$ cat src/mdr_pkg.sv
// shared widths, op codes and step counts for the multiply/divide/root unit
// every design file reaches these by scoped name, mdr_pkg::name
package mdr_pkg;

	// ==================================================
	// widths
	// ==================================================
	localparam int N     = 8;  // operand width
	localparam int C     = 4;  // iteration counter width
	localparam int TAM   = 5;  // display digits, enough for 65535
	localparam int SEG_W = 7;  // bit 6 is segment a, bit 0 is segment g

	// ==================================================
	// op codes
	// ==================================================
	localparam logic [1:0] OP_MUL  = 2'b00; // signed booth radix-2
	localparam logic [1:0] OP_DIV  = 2'b01; // unsigned restoring divide
	localparam logic [1:0] OP_SQRT = 2'b10; // unsigned restoring root of x
	localparam logic [1:0] OP_RSV  = 2'b11; // reserved, start ignored

	// ==================================================
	// step counts per op
	// ==================================================
	localparam logic [C-1:0] ITER_MUL  = C'(N);
	localparam logic [C-1:0] ITER_DIV  = C'(N);
	// two radicand bits go in on every root step
	localparam logic [C-1:0] ITER_SQRT = C'(N / 2);

endpackage

$ cat src/mdr_datapath.sv
// arithmetic core of the multiply/divide/root unit
// AQ holds A (N+1 bits) over Q (N bits); one add/subtract serves all three ops
// result and remainder are taken from the last step and held until the next one
module mdr_datapath
(
	input  logic                  clk,
	input  logic                  arst_n,
	input  logic [1:0]            op_q,
	input  logic                  init,
	input  logic                  step,
	input  logic                  last_step,
	input  logic [mdr_pkg::N-1:0] x,
	input  logic [mdr_pkg::N-1:0] y,
	output logic [mdr_pkg::N-1:0] result,
	output logic [mdr_pkg::N-1:0] remainder
);

	logic [2*mdr_pkg::N:0] aq;  // {A, Q}
	logic [mdr_pkg::N-1:0] m;   // y for mul/div, shifting radicand for root
	logic                  qm1; // booth q[-1]

	logic [mdr_pkg::N:0]   a_cur;
	logic [mdr_pkg::N-1:0] q_cur;
	logic [mdr_pkg::N:0]   opa;
	logic [mdr_pkg::N:0]   opb;
	logic                  sub;
	logic [mdr_pkg::N:0]   sum;
	logic [mdr_pkg::N:0]   a_booth; // A after the booth add/sub, before the shift

	logic [mdr_pkg::N:0]   a_nxt;
	logic [mdr_pkg::N-1:0] q_nxt;
	logic [mdr_pkg::N-1:0] m_nxt;
	logic                  qm1_nxt;

	assign a_cur = aq[2*mdr_pkg::N:mdr_pkg::N];
	assign q_cur = aq[mdr_pkg::N-1:0];

	// ==================================================
	// shared adder operands
	// ==================================================
	always_comb
	begin
		opa = a_cur;
		opb = {m[mdr_pkg::N-1], m};
		sub = 1'b0;
		case (op_q)
			mdr_pkg::OP_MUL:
			begin
				sub = q_cur[0]; // pair 10 subtracts, pair 01 adds
			end
			mdr_pkg::OP_DIV:
			begin
				opa = {a_cur[mdr_pkg::N-1:0], q_cur[mdr_pkg::N-1]};
				opb = {1'b0, m};
				sub = 1'b1;
			end
			mdr_pkg::OP_SQRT:
			begin
				// next two radicand bits come from the top of m
				opa = {a_cur[mdr_pkg::N-2:0], m[mdr_pkg::N-1:mdr_pkg::N-2]};
				opb = {q_cur[mdr_pkg::N-2:0], 2'b01}; // 4*root + 1
				sub = 1'b1;
			end
			default:
			begin
				sub = 1'b0;
			end
		endcase
	end

	assign sum = sub ? (opa - opb) : (opa + opb);

	// booth leaves A alone on pairs 00 and 11
	assign a_booth = (q_cur[0] ^ qm1) ? sum : a_cur;

	// ==================================================
	// next step values
	// ==================================================
	always_comb
	begin
		a_nxt   = a_cur;
		q_nxt   = q_cur;
		m_nxt   = m;
		qm1_nxt = qm1;
		case (op_q)
			mdr_pkg::OP_MUL:
			begin
				// arithmetic right shift of {A, Q, q[-1]}
				a_nxt   = {a_booth[mdr_pkg::N], a_booth[mdr_pkg::N:1]};
				q_nxt   = {a_booth[0], q_cur[mdr_pkg::N-1:1]};
				qm1_nxt = q_cur[0];
			end
			mdr_pkg::OP_DIV, mdr_pkg::OP_SQRT:
			begin
				a_nxt = sum[mdr_pkg::N] ? opa : sum; // restore on negative
				q_nxt = {q_cur[mdr_pkg::N-2:0], ~sum[mdr_pkg::N]};
				if (op_q == mdr_pkg::OP_SQRT)
					m_nxt = {m[mdr_pkg::N-3:0], 2'b00};
			end
			default:
			begin
				a_nxt = a_cur;
			end
		endcase
	end

	// ==================================================
	// working registers
	// ==================================================
	always_ff @(posedge clk)
	begin
		if (init)
		begin
			aq  <= '0;
			qm1 <= 1'b0;
			if (op_q == mdr_pkg::OP_SQRT)
				m <= x; // root builds up in Q from zero
			else
			begin
				aq[mdr_pkg::N-1:0] <= x;
				m                  <= y;
			end
		end
		else if (step)
		begin
			aq  <= {a_nxt, q_nxt};
			m   <= m_nxt;
			qm1 <= qm1_nxt;
		end
	end

	// output halves
	always_ff @(posedge clk or negedge arst_n)
	begin
		if (!arst_n)
		begin
			result    <= '0;
			remainder <= '0;
		end
		else if (last_step)
		begin
			result    <= q_nxt;                  // product low, quotient or root
			remainder <= a_nxt[mdr_pkg::N-1:0]; // product high or remainder
		end
	end

endmodule

$ cat src/mdr_display.sv
// seven-segment view of the result register
// multiply shows the 16-bit product, the other ops show result alone
module mdr_display
(
	input  logic [1:0]                                    op_q,
	input  logic [mdr_pkg::N-1:0]                         result,
	input  logic [mdr_pkg::N-1:0]                         remainder,
	output logic [mdr_pkg::TAM-1:0][mdr_pkg::SEG_W-1:0]   seg
);

	logic [2*mdr_pkg::N-1:0] value;
	logic [4*mdr_pkg::TAM-1:0] bcd; // digit 0 in the low nibble

	// ==================================================
	// bcd digit to segments, a in bit 6
	// ==================================================
	function automatic logic [mdr_pkg::SEG_W-1:0] to_seg(input logic [3:0] d);
		case (d)
			4'd0:    to_seg = 7'b1111110;
			4'd1:    to_seg = 7'b0110000;
			4'd2:    to_seg = 7'b1101101;
			4'd3:    to_seg = 7'b1111001;
			4'd4:    to_seg = 7'b0110011;
			4'd5:    to_seg = 7'b1011011;
			4'd6:    to_seg = 7'b1011111;
			4'd7:    to_seg = 7'b1110000;
			4'd8:    to_seg = 7'b1111111;
			4'd9:    to_seg = 7'b1111011;
			default: to_seg = 7'b0000001; // dash, never reached from double dabble
		endcase
	endfunction

	// product as a raw bit pattern
	assign value = (op_q == mdr_pkg::OP_MUL) ? {remainder, result}
	                                         : {{mdr_pkg::N{1'b0}}, result};

	// ==================================================
	// double dabble
	// ==================================================
	always_comb
	begin
		bcd = '0;
		for (int i = 2*mdr_pkg::N - 1; i >= 0; i--)
		begin
			// add 3 to any digit of 5 or more before the shift
			for (int d = 0; d < mdr_pkg::TAM; d++)
			begin
				if (bcd[4*d +: 4] > 4'd4)
					bcd[4*d +: 4] = bcd[4*d +: 4] + 4'd3;
			end
			bcd = {bcd[4*mdr_pkg::TAM-2:0], value[i]};
		end
	end

	always_comb
	begin
		for (int d = 0; d < mdr_pkg::TAM; d++)
			seg[d] = to_seg(bcd[4*d +: 4]);
	end

endmodule

$ cat src/mdr_loader.sv
// operand capture for the multiply/divide/root unit
// the first load pulse writes x, the second writes y, a third starts a new pair
// loads are dropped while the unit is busy
module mdr_loader
(
	input  logic                  clk,
	input  logic                  arst_n,
	input  logic                  load,
	input  logic                  busy,
	input  logic [mdr_pkg::N-1:0] data,
	output logic [mdr_pkg::N-1:0] x,
	output logic [mdr_pkg::N-1:0] y,
	output logic                  operands_ready
);

	logic sel;     // 0 steers the next load to x, 1 to y
	logic load_ok; // a load that is taken

	assign load_ok = load && !busy;

	// ==================================================
	// steering toggle and pair flag
	// ==================================================
	always_ff @(posedge clk or negedge arst_n)
	begin
		if (!arst_n)
		begin
			sel            <= 1'b0;
			operands_ready <= 1'b0;
		end
		else if (load_ok)
		begin
			sel            <= ~sel;
			operands_ready <= sel; // set by the y write, cleared by the next x write
		end
	end

	// ==================================================
	// operand registers
	// ==================================================
	always_ff @(posedge clk)
	begin
		if (load_ok)
		begin
			if (!sel)
				x <= data;
			else
				y <= data;
		end
	end

endmodule

$ cat src/mdr_sequencer.sv
// start/busy/done control for the multiply/divide/root unit
// latches op on an accepted start, pulses init, then runs one step per cycle
// until the down-counter for the latched op runs out
module mdr_sequencer
(
	input  logic       clk,
	input  logic       arst_n,
	input  logic       start,
	input  logic [1:0] op,
	input  logic       operands_ready,
	output logic [1:0] op_q,
	output logic       init,
	output logic       step,
	output logic       last_step,
	output logic       busy,
	output logic       done
);

	typedef enum logic [1:0] {
		S_IDLE,
		S_RUN,
		S_FINISH
	} state_t;

	state_t                state;
	logic [mdr_pkg::C-1:0] cnt;      // steps still to go
	logic [mdr_pkg::C-1:0] iter_sel; // step count for the incoming op
	logic                  accept;

	// only place where op validity and operand readiness are checked
	assign accept = start && (state != S_RUN) && operands_ready && (op != mdr_pkg::OP_RSV);

	always_comb
	begin
		case (op)
			mdr_pkg::OP_MUL: iter_sel = mdr_pkg::ITER_MUL;
			mdr_pkg::OP_DIV: iter_sel = mdr_pkg::ITER_DIV;
			default:         iter_sel = mdr_pkg::ITER_SQRT;
		endcase
	end

	// first run cycle loads the datapath, the rest are steps
	assign step      = (state == S_RUN) && !init;
	assign last_step = step && (cnt == mdr_pkg::C'(1));
	assign busy      = (state == S_RUN);
	assign done      = (state == S_FINISH); // one cycle, busy already low

	// ==================================================
	// state, counter, op latch
	// ==================================================
	always_ff @(posedge clk or negedge arst_n)
	begin
		if (!arst_n)
		begin
			state <= S_IDLE;
			cnt   <= '0;
			init  <= 1'b0;
			op_q  <= mdr_pkg::OP_MUL;
		end
		else
		begin
			init <= accept;
			case (state)
				S_RUN:
				begin
					if (last_step)
						state <= S_FINISH;
				end
				default: // idle or finish, a new start may come in either
				begin
					state <= accept ? S_RUN : S_IDLE;
				end
			endcase
			if (accept)
			begin
				op_q <= op;
				cnt  <= iter_sel;
			end
			else if (step)
				cnt <= cnt - mdr_pkg::C'(1);
		end
	end

endmodule

$ cat src/top_mdr.sv
// top of the 8-bit multiply/divide/root unit with seven-segment output
// load twice for x then y, pulse start with op, read result when done pulses
module top_mdr
(
	input  logic                                        clk,
	input  logic                                        arst_n,
	input  logic                                        load,
	input  logic                                        start,
	input  logic [1:0]                                  op,
	input  logic [mdr_pkg::N-1:0]                       data,
	output logic [mdr_pkg::N-1:0]                       result,
	output logic [mdr_pkg::N-1:0]                       remainder,
	output logic                                        busy,
	output logic                                        done,
	output logic [mdr_pkg::TAM-1:0][mdr_pkg::SEG_W-1:0] seg
);

	logic [mdr_pkg::N-1:0] x;
	logic [mdr_pkg::N-1:0] y;
	logic                  operands_ready;
	logic [1:0]            op_q;   // op of the running or last operation
	logic                  init;
	logic                  step;
	logic                  last_step;

	mdr_loader loader_i
	(
		.clk            (clk),
		.arst_n         (arst_n),
		.load           (load),
		.busy           (busy),
		.data           (data),
		.x              (x),
		.y              (y),
		.operands_ready (operands_ready)
	);

	mdr_sequencer sequencer_i
	(
		.clk            (clk),
		.arst_n         (arst_n),
		.start          (start),
		.op             (op),
		.operands_ready (operands_ready),
		.op_q           (op_q),
		.init           (init),
		.step           (step),
		.last_step      (last_step),
		.busy           (busy),
		.done           (done)
	);

	mdr_datapath datapath_i
	(
		.clk       (clk),
		.arst_n    (arst_n),
		.op_q      (op_q),
		.init      (init),
		.step      (step),
		.last_step (last_step),
		.x         (x),
		.y         (y),
		.result    (result),
		.remainder (remainder)
	);

	mdr_display display_i
	(
		.op_q      (op_q),
		.result    (result),
		.remainder (remainder),
		.seg       (seg)
	);

endmodule

$ cat config.mk
export PLATFORM = sky130hd
export DESIGN_NAME = top_mdr
export DESIGN_NICKNAME = d
export VERILOG_FILES = /design/src/mdr_pkg.sv /design/src/mdr_datapath.sv /design/src/mdr_display.sv /design/src/mdr_loader.sv /design/src/mdr_sequencer.sv /design/src/top_mdr.sv
export SDC_FILE = /design/constraint.sdc
export NUM_CORES = 1
export LEC_CHECK = 0
export ABC_CLOCK_PERIOD_IN_PS = 16900
export BUFFER_PORTS_ARGS = -buffer_cell sky130_fd_sc_hd__buf_2
export CORE_MARGIN = 4
export CORE_UTILIZATION = 40
export DETAILED_ROUTE_END_ITERATION = 16
export GPL_TIMING_DRIVEN = 0
export HOLD_SLACK_MARGIN = 0.02
export PLACE_DENSITY_LB_ADDON = 0.12
export SLEW_MARGIN = 10
export SYNTH_ARGS = -nofsm -noshare
export SYNTH_HDL_FRONTEND = slang
export SYNTH_SLANG_ARGS = --single-unit
$ cat constraint.sdc
create_clock -name clk -period 16.9 [get_ports clk]
set_clock_uncertainty 0.1 [all_clocks]
set_input_delay 1.69 -clock clk [delete_from_list [all_inputs] [get_ports clk]]
set_output_delay 1.69 -clock clk [all_outputs]
set_load 0.005 [all_outputs]
==> Yosys cells after proc, flatten, opt, wreduce, memory -nomap -nowiden <==
Memories as Yosys holds them, arrays and structs flattened.
Index checks and enable logic that the tools add are counted.
W data, S select, Z words.
{ "totals": {"reg_bits": 69, "rom_bits": 560, "input_bits": 14, "out_inout_bits": 53, "word_cells": 185, "mem_count": 5} }
{ "mem_list": {"columns": ["name", "depth", "width", "read_ports", "rd_clocked_by_memory_dff", "wr", "line", "text"], "rows": [
  ["(no name shown)", 16, 7, 1, 0, 0, "mdr_display.sv:18", "case (d)"],
  ["(no name shown)", 16, 7, 1, 0, 0, "mdr_display.sv:18", null],
  ["(no name shown)", 16, 7, 1, 0, 0, "mdr_display.sv:18", null],
  ["(no name shown)", 16, 7, 1, 0, 0, "mdr_display.sv:18", null],
  ["(no name shown)", 16, 7, 1, 0, 0, "mdr_display.sv:18", null]
]} }
{ "classes": {"n_addsub": 38, "order_cmp": 35, "eq_ne": 9, "mux": 58, "bitwise": 3, "reduce_logical": 22} }
{ "op_table": {"columns": ["cell", "n"], "rows": [
  ["$mux W4", 37],
  ["$add A4 B2 Y4 const B", 30],
  ["$gt A4 B3 Y1 const B", 30],
  ["$mux W8", 8],
  ["$pmux W9 S2", 3],
  ["$mux W9", 3],
  ["$add A3 B2 Y4 const B", 4],
  ["$mux W16", 1],
  ["$pmux W8 S2", 1],
  ["$gt A3 B3 Y1 const B", 5],
  ["$reduce_bool A2 Y1", 5],
  ["$add A9 B9 Y9", 1],
  ["$sub A9 B9 Y9", 1],
  ["$reduce_and A2 Y1", 4],
  ["$eq A2 B1 Y1 const B", 3],
  ["$logic_and A1 B1 Y1", 6],
  ["$eq A2 B2 Y1 const B", 2],
  ["$eq A4 B1 Y1 const B", 1],
  ["$logic_not A2 Y1", 2],
  ["$mux W2", 2],
  ["$ne A2 B1 Y1 const B", 2],
  ["$reduce_or A2 Y1", 2],
  ["$sub A4 B1 Y4 const B", 1],
  ["$add A3 B2 Y3 const B", 1],
  ["8 further kinds", 10]
]} }

==> Logic depth before layout (Yosys ltp) <==
Gate-level depths: netlist of run 1.
An unclocked memory read counts as a cell.
{ "logic_depth": {"depth_word": 29, "ltp_mapped": 60, "mapped_depth_nobuf": 54} }

==> Cells and area by module <==
A second synthesis of run 1 with hierarchy kept.
{ "unflattened": {"hier_cells": 1331, "hier_area_um2": 10894.2} }
{ "by_module_without_submodules": {"columns": ["module", "instances", "cells_each", "area_per_inst_um2", "seq_area_each_um2"], "rows": [
  ["mdr_display", 1, 895, 6648.9, 0.0],
  ["mdr_datapath", 1, 374, 3210.6, 1081.0],
  ["mdr_loader", 1, 23, 565.5, 530.5],
  ["mdr_sequencer", 1, 39, 469.2, 225.2]
]} }

==> Worst setup path after synthesis of run 1 <==
No wires, ideal clock.
{ "synth_timing": {"path_type": "reg-to-output", "from": "register sequencer_i.op_q[0]", "to": "output port seg[12] in the netlist's numbering", "t_arrival_ps": 10604, "t_required_ps": 15110, "path_slack_ps": 4506, "stages_incl_launch_ff": 55, "n_path_buf": 7, "path_cell_list": "dfrtp_1 -> inv_1 -> ha_1 -> buf_4 -> buf_4 -> nand2_1 -> inv_1 -> ha_1 -> buf_4 -> buf_2 -> nand2_1 -> o21ai_1 -> o22a_1 -> o32a_1 -> a2111oi_2 -> o2111ai_1 -> o211a_2 -> buf_2 -> [19 not listed] -> inv_1 -> a311o_1 -> a21o_1 -> and2_1 -> ha_1 -> nor2_1 -> nor3_1 -> a211oi_2 -> xor2_1 -> ha_1 -> inv_1 -> a21boi_1 -> xnor2_1 -> inv_1 -> ha_1 -> inv_1 -> a21oi_1 -> nor2_1"} }
{ "synth_rtl": {"columns": ["element", "line", "text"], "rows": [
  ["start: declaration", "mdr_sequencer.sv:11", "output logic [1:0] op_q,"],
  ["start signal: assignment", "mdr_sequencer.sv:58", "op_q <= mdr_pkg::OP_MUL;"],
  ["start signal: assignment", "mdr_sequencer.sv:76", "op_q <= op;"],
  ["end: declaration", "top_mdr.sv:15", "output logic [mdr_pkg::TAM-1:0][mdr_pkg::SEG_W-1:0] seg"]
]} }

==> results of run 1 <==
==> routing by layer <==
metal  vias to the layer above  share of wire (%)  global-route usage, %
met2                       258                 46                   32.7
met1                      5406                 48                   27.6
met4                         0                1.0                   3.32
met5                         -                  0                      0
li1                       5663                  -                      -
met3                        23                4.2                   1.93
==> state kept, by name (all words and copies together), names as in the netlist, 2 cells and up <==
register	flops
loader_i.x	8
loader_i.y	8
datapath_i.m	8
datapath_i.result	8
sequencer_i.op_q	2
sequencer_i.cnt	4
datapath_i.aq	17
sequencer_i.state	2
datapath_i.remainder	8
==> final cells by class <==
cell class	instances	area share (%)
sequential	69	14.7
multi-input combinational	1212	70.2
inverter	85	2.55
clock buffer	10	1.83
timing repair buffer	66	2.64
tap	378	3.78
buffer	89	3.37
clock inverter	6	0.891
==> path summary, 6_finish.rpt <==
kind | slack [ns] | end
min in group asynchronous | 1.29 | sequencer_i.cnt[1]
max reg2reg | 11.14 | datapath_i.remainder[6]
max in group asynchronous | 14.96 | datapath_i.result[3]
min | 0.38 | datapath_i.qm1
max | 2.40 | seg[7]
min reg2reg | 0.38 | datapath_i.qm1
==> cells by family after synthesis <==
family	share of synthesized area (%)
AO/OA/AOI/OAI	34.7
buffers and inverters	6.52
multiplexers	7.49
adder cells (fa/ha/maj)	9.58
XOR/XNOR	4.76
flip-flops	16.2
AND/OR/NAND/NOR	20.8
==> worst min-delay path, cell delays in order, from the launching register on <==
cell and delay (ns):
dfxtp_1 0.32, nand2_1 0.06, a21oi_1 0.06
==> metrics by stage <==
step / cell area [µm²] / std cells / worst slack, ns / utilization (%)
2_1_floorplan: 11400 / 1455 / 4.51 / -
3_3_place_gp: 12200 / 1899 / 2.86 / 43.6
3_5_place_dp: 12200 / 1899 / 2.82 / 43.6
4_1_cts: 12500 / 1915 / 2.37 / 44.9
5_1_grt: 12500 / 1915 / 1.20 / 44.9
6_report: 12500 / 1915 / 2.40 / 44.9
==> synth_stat cells, drive strengths merged (11+ instances only) <==
cell	instances	area, µm²
dfrtp	27	676
o211ai	23	183
nor2	104	400
nor3	45	273
nand2	148	563
a22oi	15	118
a221o	11	110
o21a	13	98.9
nor2b	16	100
a21oi	123	668
a221oi	21	214
mux2	37	424
nand4	12	75.1
nand2b	15	101
nor4	12	90.1
edfxtp	32	961
o22ai	16	114
a31oi	17	106
inv	85	319
and2	20	128
or3	16	100
buf	44	253
a21o	26	195
xnor2	38	385
ha	82	1030
clkbuf	45	169
and3	11	68.8
o21ai	99	507
a211oi	23	188
nand3	39	200
mux2i	41	427
==> results list, run 1 <==
- For this design the top-level I/O count stands at 67.
- Setup repair after global routing left no endpoint under its margin.
- Synth warn: 0
- For this configuration, the core starts out at a cell density of 40.8%.
- Synth Area per Inst: 7.80 µm²
- Setup Fix Bufs, Post-CTS: 0
- Setup violations remaining at the end of the flow were counted as 0.
- Reg2reg start: sequencer_i.op_q[0]
- Worst Tran Pin Value: 0.825 ns
- The most critical setup path has its startpoint at sequencer_i.op_q[0].
* Headroom to the max-slew limit: 44.9%
- At the end of the flow, the number of nets in the layout was 1629.
- CP Capture Type: primary output
- Clock period minus worst slack: 14.50 ns
- Number of global-route vias before repair: 10577
- Clk buf depth: 2
- Sequential Area: 1840 µm²
- Critical-path maximum fanout: 10
* Critical path class: register to primary output
- TritonCTS built the clock tree.
* Share of synthesized registers carrying an async set or reset: 39.1%
- Clk pin slew, worst setup/hold paths: 0.06 ns
- Total Neg Setup Slack: 0 ns
- Cells with a size suffix above 1 make up 15.5% of the layout.
* Detailed placement HPWL: 24.0 mm
- The die is 176 µm wide.
* Y dimension of the die: 176 µm
- Slowest library cell on the worst path: a221oi_1
* Run status: finished, final reports clean
* Routed Antenna Nets: 0
- Counting buffers and inverters, the worst setup path is 52 cells deep.
- Antenna fix cells: 0
- Across all hold checks on the routed design, the worst slack comes to 0.377 ns.
* Total Routing Usage GR: 19.5%
- DR WL/cell: 16.2 µm
* Placeable core region: 27900 µm²
- The number of hold violations in the final report is 0.
* Die area: 31100 µm²
* Maximum clock rate: 0.0689 GHz
- Iteration count of the initial detailed-routing pass: 5
- Drt via density: 5.93
- Leaving out fill and tap cells, the most frequent cell in the layout is nand2_1.
- Hold Path Depth: 2
* Post-route DRC violation count: 0
- For this run, the slowest stage of the critical path takes 0.59 ns.
- Hold WC Path Type: register to register
- Fin. max-slew vios: 0
- The first global-routing pass estimated 52.7 mm of wire.
- Detailed Route Iter0 Violations: 900
- Via count of the routed design: 11350
- Depth of the worst register-to-register path: 19
* Number of hold buffers added after CTS: 0
- Max cap viols: 0
* Share of the yosys chip area belonging to registers: 16.2%
- The root buffer cell chosen for the clock tree is clkbuf_16.
* Area overhead of the layout relative to synthesis: 10.1%
- By instance count, the cell type seen most on the critical path is ha_1.
* Ys flop type: edfxtp_1
- The floorplan has 61 rows.
- Synthesis produced a netlist with a net count of 1552.
* Largest delay contributor family on the critical path: compound AO/OA/AOI/OAI gates
- In this run the number of H-tree levels came out at 3.
- CTS buffer count: 9
* Required time worst endpoint: 15.11 ns
- Data arrival time at the worst-slack endpoint: 12.71 ns
* Final worst path period share: 85.8%
- Category of the worst setup path launch point: register
* Commonest non-fill, non-tap cells in the layout: nand2_1 (145), a21oi_1 (113), nor2_1 (100)
- Entering global routing, the biggest net connects 28 pins.
* Number of synthesized flops with an enable pin: 32
- Post-cts resize count: 0
- Routability cong.: 0.890
- DRT Wirelength: 31.1 mm
- Yosys mapped the design onto 126 distinct sky130hd cell types.
- Multi-input logic area: 8780 µm²
* Total buffers and inverters traversed by the critical path: 13
- The worst hold path begins at datapath_i.qm1.
* Port-buffer cells: 66
* Number of register bits inferred by synthesis: 69
- Filler cell count: 2896
- The number of antenna violations at the first check in global routing came to 0.
- For the worst-skew pair, the clock arrives at the later sink with an insertion delay of 0.34 ns.
- Instance count of the mapped netlist: 1455
- For this design, the sink count on the clock tree is 69.
- Summing every instance area after synthesis gives 11400 µm².
- Summed over all layers, the global routing overflow is 0.
Power of run 1 is not shown: default switching activity piles up to over one toggle a cycle in this logic, so the estimate is an artifact.
==> inputs of run 2 (changes only) <==
- CORE_UTILIZATION: 40 -> 64
==> results list, run 2 (synthesized netlist as in run 1, its figures left out) <==
- Run status: finished, final reports clean (unchanged)
- The hold buffer count at cts came to 0 (unchanged).
- Worst stage delay on the critical path: 0.61 ns (was 0.59 ns)
- The number of top-level design ports came to 67 (unchanged).
* Maximum clock rate: 0.0693 GHz (was 0.0689 GHz)
- Setup Fix Bufs, Post-CTS: 0 (unchanged)
- The vias after detailed routing came to 11702 (was 11350).
- Die area: 19900 µm² (was 31100 µm²)
- Dominant cell type by count on the critical path: ha_1 (unchanged)
- The number of global-route vias before repair is 10793 (was 10577).
- The worst setup slack after placement was 2.99 ns (was 2.82 ns).
- The number of buffers added on ports was 66 (unchanged).
* Hold Crit Start: datapath_i.qm1 (unchanged)
* Setup-violating endpoint count in the final report: 0 (unchanged)
- The class of the tightest hold or removal check is register to register (unchanged).
- Required time worst endpoint: 15.11 ns (about the same)
* Y dimension of the die: 141 µm (was 176 µm)
- Routed Antenna Nets: 0 (unchanged)
- Detailed Route Iter0 Violations: 1073 (was 900)
- Crit path setup slack, layout: 2.47 ns (was 2.40 ns)
* DR WL/cell: 17.0 µm (was 16.2 µm)
- Clock period minus worst slack: 14.43 ns (was 14.50 ns)
- The post-layout net count came to 1629 (unchanged).
- Commonest non-fill, non-tap cells in the layout: nand2_1 (145), a21oi_1 (113), nor2_1 (100) (unchanged)
- The detailed-route DRC error count is 0 (unchanged).
- The mean number of vias per cell came to 6.64 (was 5.93).
- The filler cell count is 1491 (was 2896).
- Setup repair after global routing missed its margin: false (unchanged).
* Row count: 48 (was 61)
- The accumulated negative setup slack came to 0 ns (unchanged).
- The type of element capturing the critical path is a primary output (unchanged).
- The number of gates resized after cts is 0 (unchanged).
* Headroom to the max-slew limit: 21.2% (was 44.9%)
- Final worst path period share: 85.4% (was 85.8%)
- Placeable core region: 17400 µm² (was 27900 µm²)
- Critical path class: register to primary output (unchanged)
- The antenna diode instance count came to 0 (unchanged).
* Pin count of the biggest net entering global routing: 28 (unchanged)
- The critical-path cell with the highest stage delay is a221oi_1 (unchanged).
- The overall overflow remaining after global route is 0 (unchanged).
* Clock network latency to the later pin of the worst-skew pair: 0.34 ns (about the same)
- Area overhead of the layout relative to synthesis: 8.23% (was 10.1%)
- First-pass GRT wire length: 50.9 mm (was 52.7 mm)
* Clk pin slew, worst setup/hold paths: 0.06 ns (about the same)
- Clock root buffer: clkbuf_16 (unchanged)
- Reg2reg start: sequencer_i.op_q[0] (unchanged)
- Antenna violations before repair: 0 (unchanged)
- The H-tree depth is 3 (unchanged).
- Die outline width: 141 µm (was 176 µm)
* Starting Density: 65.4% (was 40.8%)
- Data arrival time at the worst-slack endpoint: 12.64 ns (was 12.71 ns)
- The launch point of the worst path is sequencer_i.op_q[0] (unchanged).
* Category of the worst setup path launch point: register (unchanged)
* Clk buf depth: 2 (unchanged)
- Max FFs per register: 17 (unchanged)
- Fin. max-slew vios: 0 (unchanged)
* Layout cells sized above 1: 15.5% (about the same)
* TritonCTS Sinks: 69 (unchanged)
- The TritonCTS clock tree is yes (unchanged).
- Most flop-heavy register: datapath_i.aq (unchanged)
- The most frequent standard cell in the layout excluding fill and tap cells was nand2_1 (unchanged).
- Critical-path maximum fanout: 10 (unchanged)
- Detailed placement HPWL: 22.3 mm (was 24.0 mm)
- Final hold viol count: 0 (unchanged)
- Worst Tran Pin Value: 1.17 ns (was 0.825 ns)
* DRT Wirelength: 30.0 mm (was 31.1 mm)
- The total iterations of the first detailed-routing run came to 6 (was 5).
* CTS buffer count: 9 (unchanged)
- Max cap viols: 0 (unchanged)
* Total Routing Usage GR: 29.3% (was 19.5%)
* Routability cong.: 0.959 (was 0.890)
## run 2: final cells by class
cell class	count	area [µm²]	share of cell area (%)
buffer	89	422	3.43
clock buffer	10	229	1.86
clock inverter	6	93.8	0.764
inverter	85	319	2.60
multi-input combinational	1212	8780	71.4
sequential	69	1840	14.9
tap	225	282	2.29
timing repair buffer	66	330	2.69
## run 2: metrics by stage
| stage | hold WS, ns | utilization (%) | cell area (µm²) | instances |
|---|---|---|---|---|
| floorplan | 0.349 | - | 11400 | 1455 |
| global placement | 0.361 | 68.9 | 12000 | 1746 |
| detailed placement | 0.364 | 68.9 | 12000 | 1746 |
| CTS | 0.371 | 70.8 | 12300 | 1762 |
| global route | 0.408 | 70.8 | 12300 | 1762 |
| finish | 0.376 | 70.8 | 12300 | 1762 |
## run 2: path summary, 6_finish.rpt
check	end	slack, ns	depth (start not counted)
max in group asynchronous	datapath_i.remainder[6]	14.96	1
setup reg to reg	datapath_i.remainder[6]	11.04	19
min in group asynchronous	sequencer_i.cnt[2]	1.29	1
hold / removal	datapath_i.qm1	0.38	2
hold reg to reg	datapath_i.qm1	0.38	2
setup / recovery	seg[7]	2.47	54
## run 2: routing by layer
metal  vias to the layer above  GRT usage [%]  part of all wire (%)
met5                         -              0                     0
met4                         0           6.99                   2.0
met3                        65           3.15                   7.0
met2                       514           47.0                    45
met1                      5477           42.5                    46
li1                       5646              -                     -
## run 2: critical path: cells and delay by family (launching register included)
family,cells,cell delay [ns]
buffers and inverters,14,2.34
XOR/XNOR,2,0.60
flip-flops,1,0.40
adder cells (fa/ha/maj),9,2.05
AND/OR/NAND/NOR,13,2.58
AO/OA/AOI/OAI,15,4.02
multiplexers,1,0.27
Power of run 2 is left out for the same reason.
==> inputs of run 3 (changes only) <==
- CAP_MARGIN: not set -> 20
- CORE_UTILIZATION: 64 -> 55
- TNS_END_PERCENT: not set -> 30
==> results list, run 3 (synthesized netlist as in run 1, its figures left out) <==
- The relative area change from synthesis to final layout was 8.83% (was 8.23%).
- The wire length per cell is 16.1 µm (was 17.0 µm).
- The worst setup slack for register-to-register paths is 11.03 ns (was 11.04 ns).
* Iteration count of the initial detailed-routing pass: 5 (was 6)
* Data arrival time at the worst-slack endpoint: 12.72 ns (was 12.64 ns)
- The kind of critical path is register to primary output (unchanged).
- First-pass GRT wire length: 49.0 mm (was 50.9 mm)
* TritonCTS Sinks: 69 (unchanged)
- The antenna violation net count after detailed routing is 0 (unchanged).
- The critical path data required time came to 15.11 ns (about the same).
- Pin count of the biggest net entering global routing: 28 (unchanged)
- The count of pins over their slew limit was 0 (unchanged).
* Detailed placement HPWL: 22.3 mm (about the same)
- The count of maximum capacitance violations was 0 (unchanged).
* Worst Tran Pin Value: 0.717 ns (was 1.17 ns)
- DRT Wirelength: 29.2 mm (was 30.0 mm)
- The share of cells above drive strength 1 came to 15.6% (was 15.5%).
- Antenna violations before repair: 0 (unchanged)
* Number of primary I/O pins: 67 (unchanged)
* Headroom to the max-slew limit: 52.2% (was 21.2%)
* Final worst path period share: 85.9% (was 85.4%)
* Clk buf depth: 2 (unchanged)
* Row count: 52 (was 48)
- The area of the core region is 20300 µm² (was 17400 µm²).
* Max FFs per register: 17 (unchanged)
- Net count of the finished layout: 1630 (was 1629)
- Clock network latency to the later pin of the worst-skew pair: 0.34 ns (about the same)
* Routability cong.: 0.919 (was 0.959)
* Worst stage delay on the critical path: 0.61 ns (about the same)
- The final setup violation count is 0 (unchanged).
- Drt via density: 6.36 (was 6.64)
* Category of the worst setup path launch point: register (unchanged)
- Setup Fix Bufs, Post-CTS: 0 (unchanged)
- The number of hold violations in the final report is 0 (unchanged).
* Run status: finished, final reports clean (unchanged)
* Clock tree from TritonCTS: yes (unchanged)
- Sequential Area: 1840 µm² (unchanged)
- Deepest level of the CTS H-tree: 3 (unchanged)
- Number of global-route vias before repair: 10367 (was 10793)
- The height of the die was 152 µm (was 141 µm).
- Most frequent standard cell in the layout excluding fill and tap cells: nand2_1 (unchanged)
- The type of element capturing the critical path was a primary output (unchanged).
- Number of hold buffers added after CTS: 0 (unchanged)
- The overall overflow remaining after global route came to 0 (unchanged).
* Clock period minus worst slack: 14.51 ns (was 14.43 ns)
* Slowest library cell on the worst path: a221oi_1 (unchanged)
* Setup repair after global routing missed its margin: false (unchanged)
- The clock-pin slew on the worst setup and hold paths was 0.06 ns (about the same).
- The initial core utilization was 55.9% (was 65.4%).
- The antenna diode instance count came to 0 (unchanged).
* Clock root buffer: clkbuf_16 (unchanged)
* Post-route DRC violation count: 0 (unchanged)
- Dominant cell type by count on the critical path: ha_1 (unchanged)
* Critical-path maximum fanout: 10 (unchanged)
* Port-buffer cells: 66 (unchanged)
* Commonest non-fill, non-tap cells in the layout: nand2_1 (145), a21oi_1 (113), nor2_1 (100) (unchanged)
* CTS buffer count: 9 (unchanged)
- Maximum clock rate: 0.0689 GHz (was 0.0693 GHz)
- The vias after detailed routing came to 11499 (was 11702).
* Die area: 23000 µm² (was 19900 µm²)
- The area of the multi-input gates is 8780 µm² (unchanged).
- The register bank with the most flops is datapath_i.aq (unchanged).
- Filler cell count: 1851 (was 1491)
* Total Neg Setup Slack: 0 ns (unchanged)
- Hold WC Path Type: register to register (unchanged)
- The detailed router's first-iteration violation count was 727 (was 1073).
- Die outline width: 152 µm (was 141 µm)
- The global routing usage summed across all routing layers was 24.8% (was 29.3%).
- The number of gates resized after cts was 0 (unchanged).
run 3: path summary, 6_finish.rpt:
check                                        start                       to  cells after the start
min in group asynchronous                   arst_n       sequencer_i.cnt[0]                      1
max in group asynchronous                   arst_n  datapath_i.remainder[7]                      1
min reg2reg                loader_i.operands_ready  loader_i.operands_ready                      1
max reg2reg                    sequencer_i.op_q[0]  datapath_i.remainder[6]                     21
min                        loader_i.operands_ready  loader_i.operands_ready                      1
max                            sequencer_i.op_q[0]                   seg[7]                     52
run 3: critical path: cells and delay by family (launching register included):
family / cells / cell delay [ns]
compound gates: 13 / 3.89
simple gates: 13 / 2.53
buf+inv: 13 / 2.19
fa+ha+maj: 9 / 2.05
mux: 2 / 0.69
xor+xnor: 2 / 0.59
flops: 1 / 0.40
run 3: stage by stage:
stage / util [%] / instances / hold slack [ns] / area, µm² / worst slack [ns]
final: 60.9 / 1808 / 0.379 / 12400 / 2.39
after floorplan: - / 1455 / 0.349 / 11400 / 4.51
after global placement: 59.2 / 1791 / 0.360 / 12000 / 3.05
after CTS: 60.9 / 1808 / 0.379 / 12400 / 2.43
after detailed placement: 59.3 / 1792 / 0.368 / 12000 / 2.84
after global routing: 60.9 / 1808 / 0.396 / 12400 / 1.14
run 3: routing by layer:
| layer | global-route usage [%] | wire [µm] |
|---|---|---|
| met1 | 35.5 | 13900 |
| met2 | 41.4 | 13400 |
| met3 | 2.53 | 1560 |
| met4 | 3.82 | 269 |
| met5 | 0 | 0 |
run 3: area by class of cell:
type / instances / share of cell area [%]
Clock buffer: 9 / 1.82
Inverter: 85 / 2.58
Multi-Input combinational cell: 1212 / 71.0
Timing Repair Buffer: 67 / 2.71
Sequential cell: 69 / 14.9
Buffer: 89 / 3.41
Clock inverter: 7 / 0.840
Tap cell: 270 / 2.73
Power of run 3 is left out for the same reason.
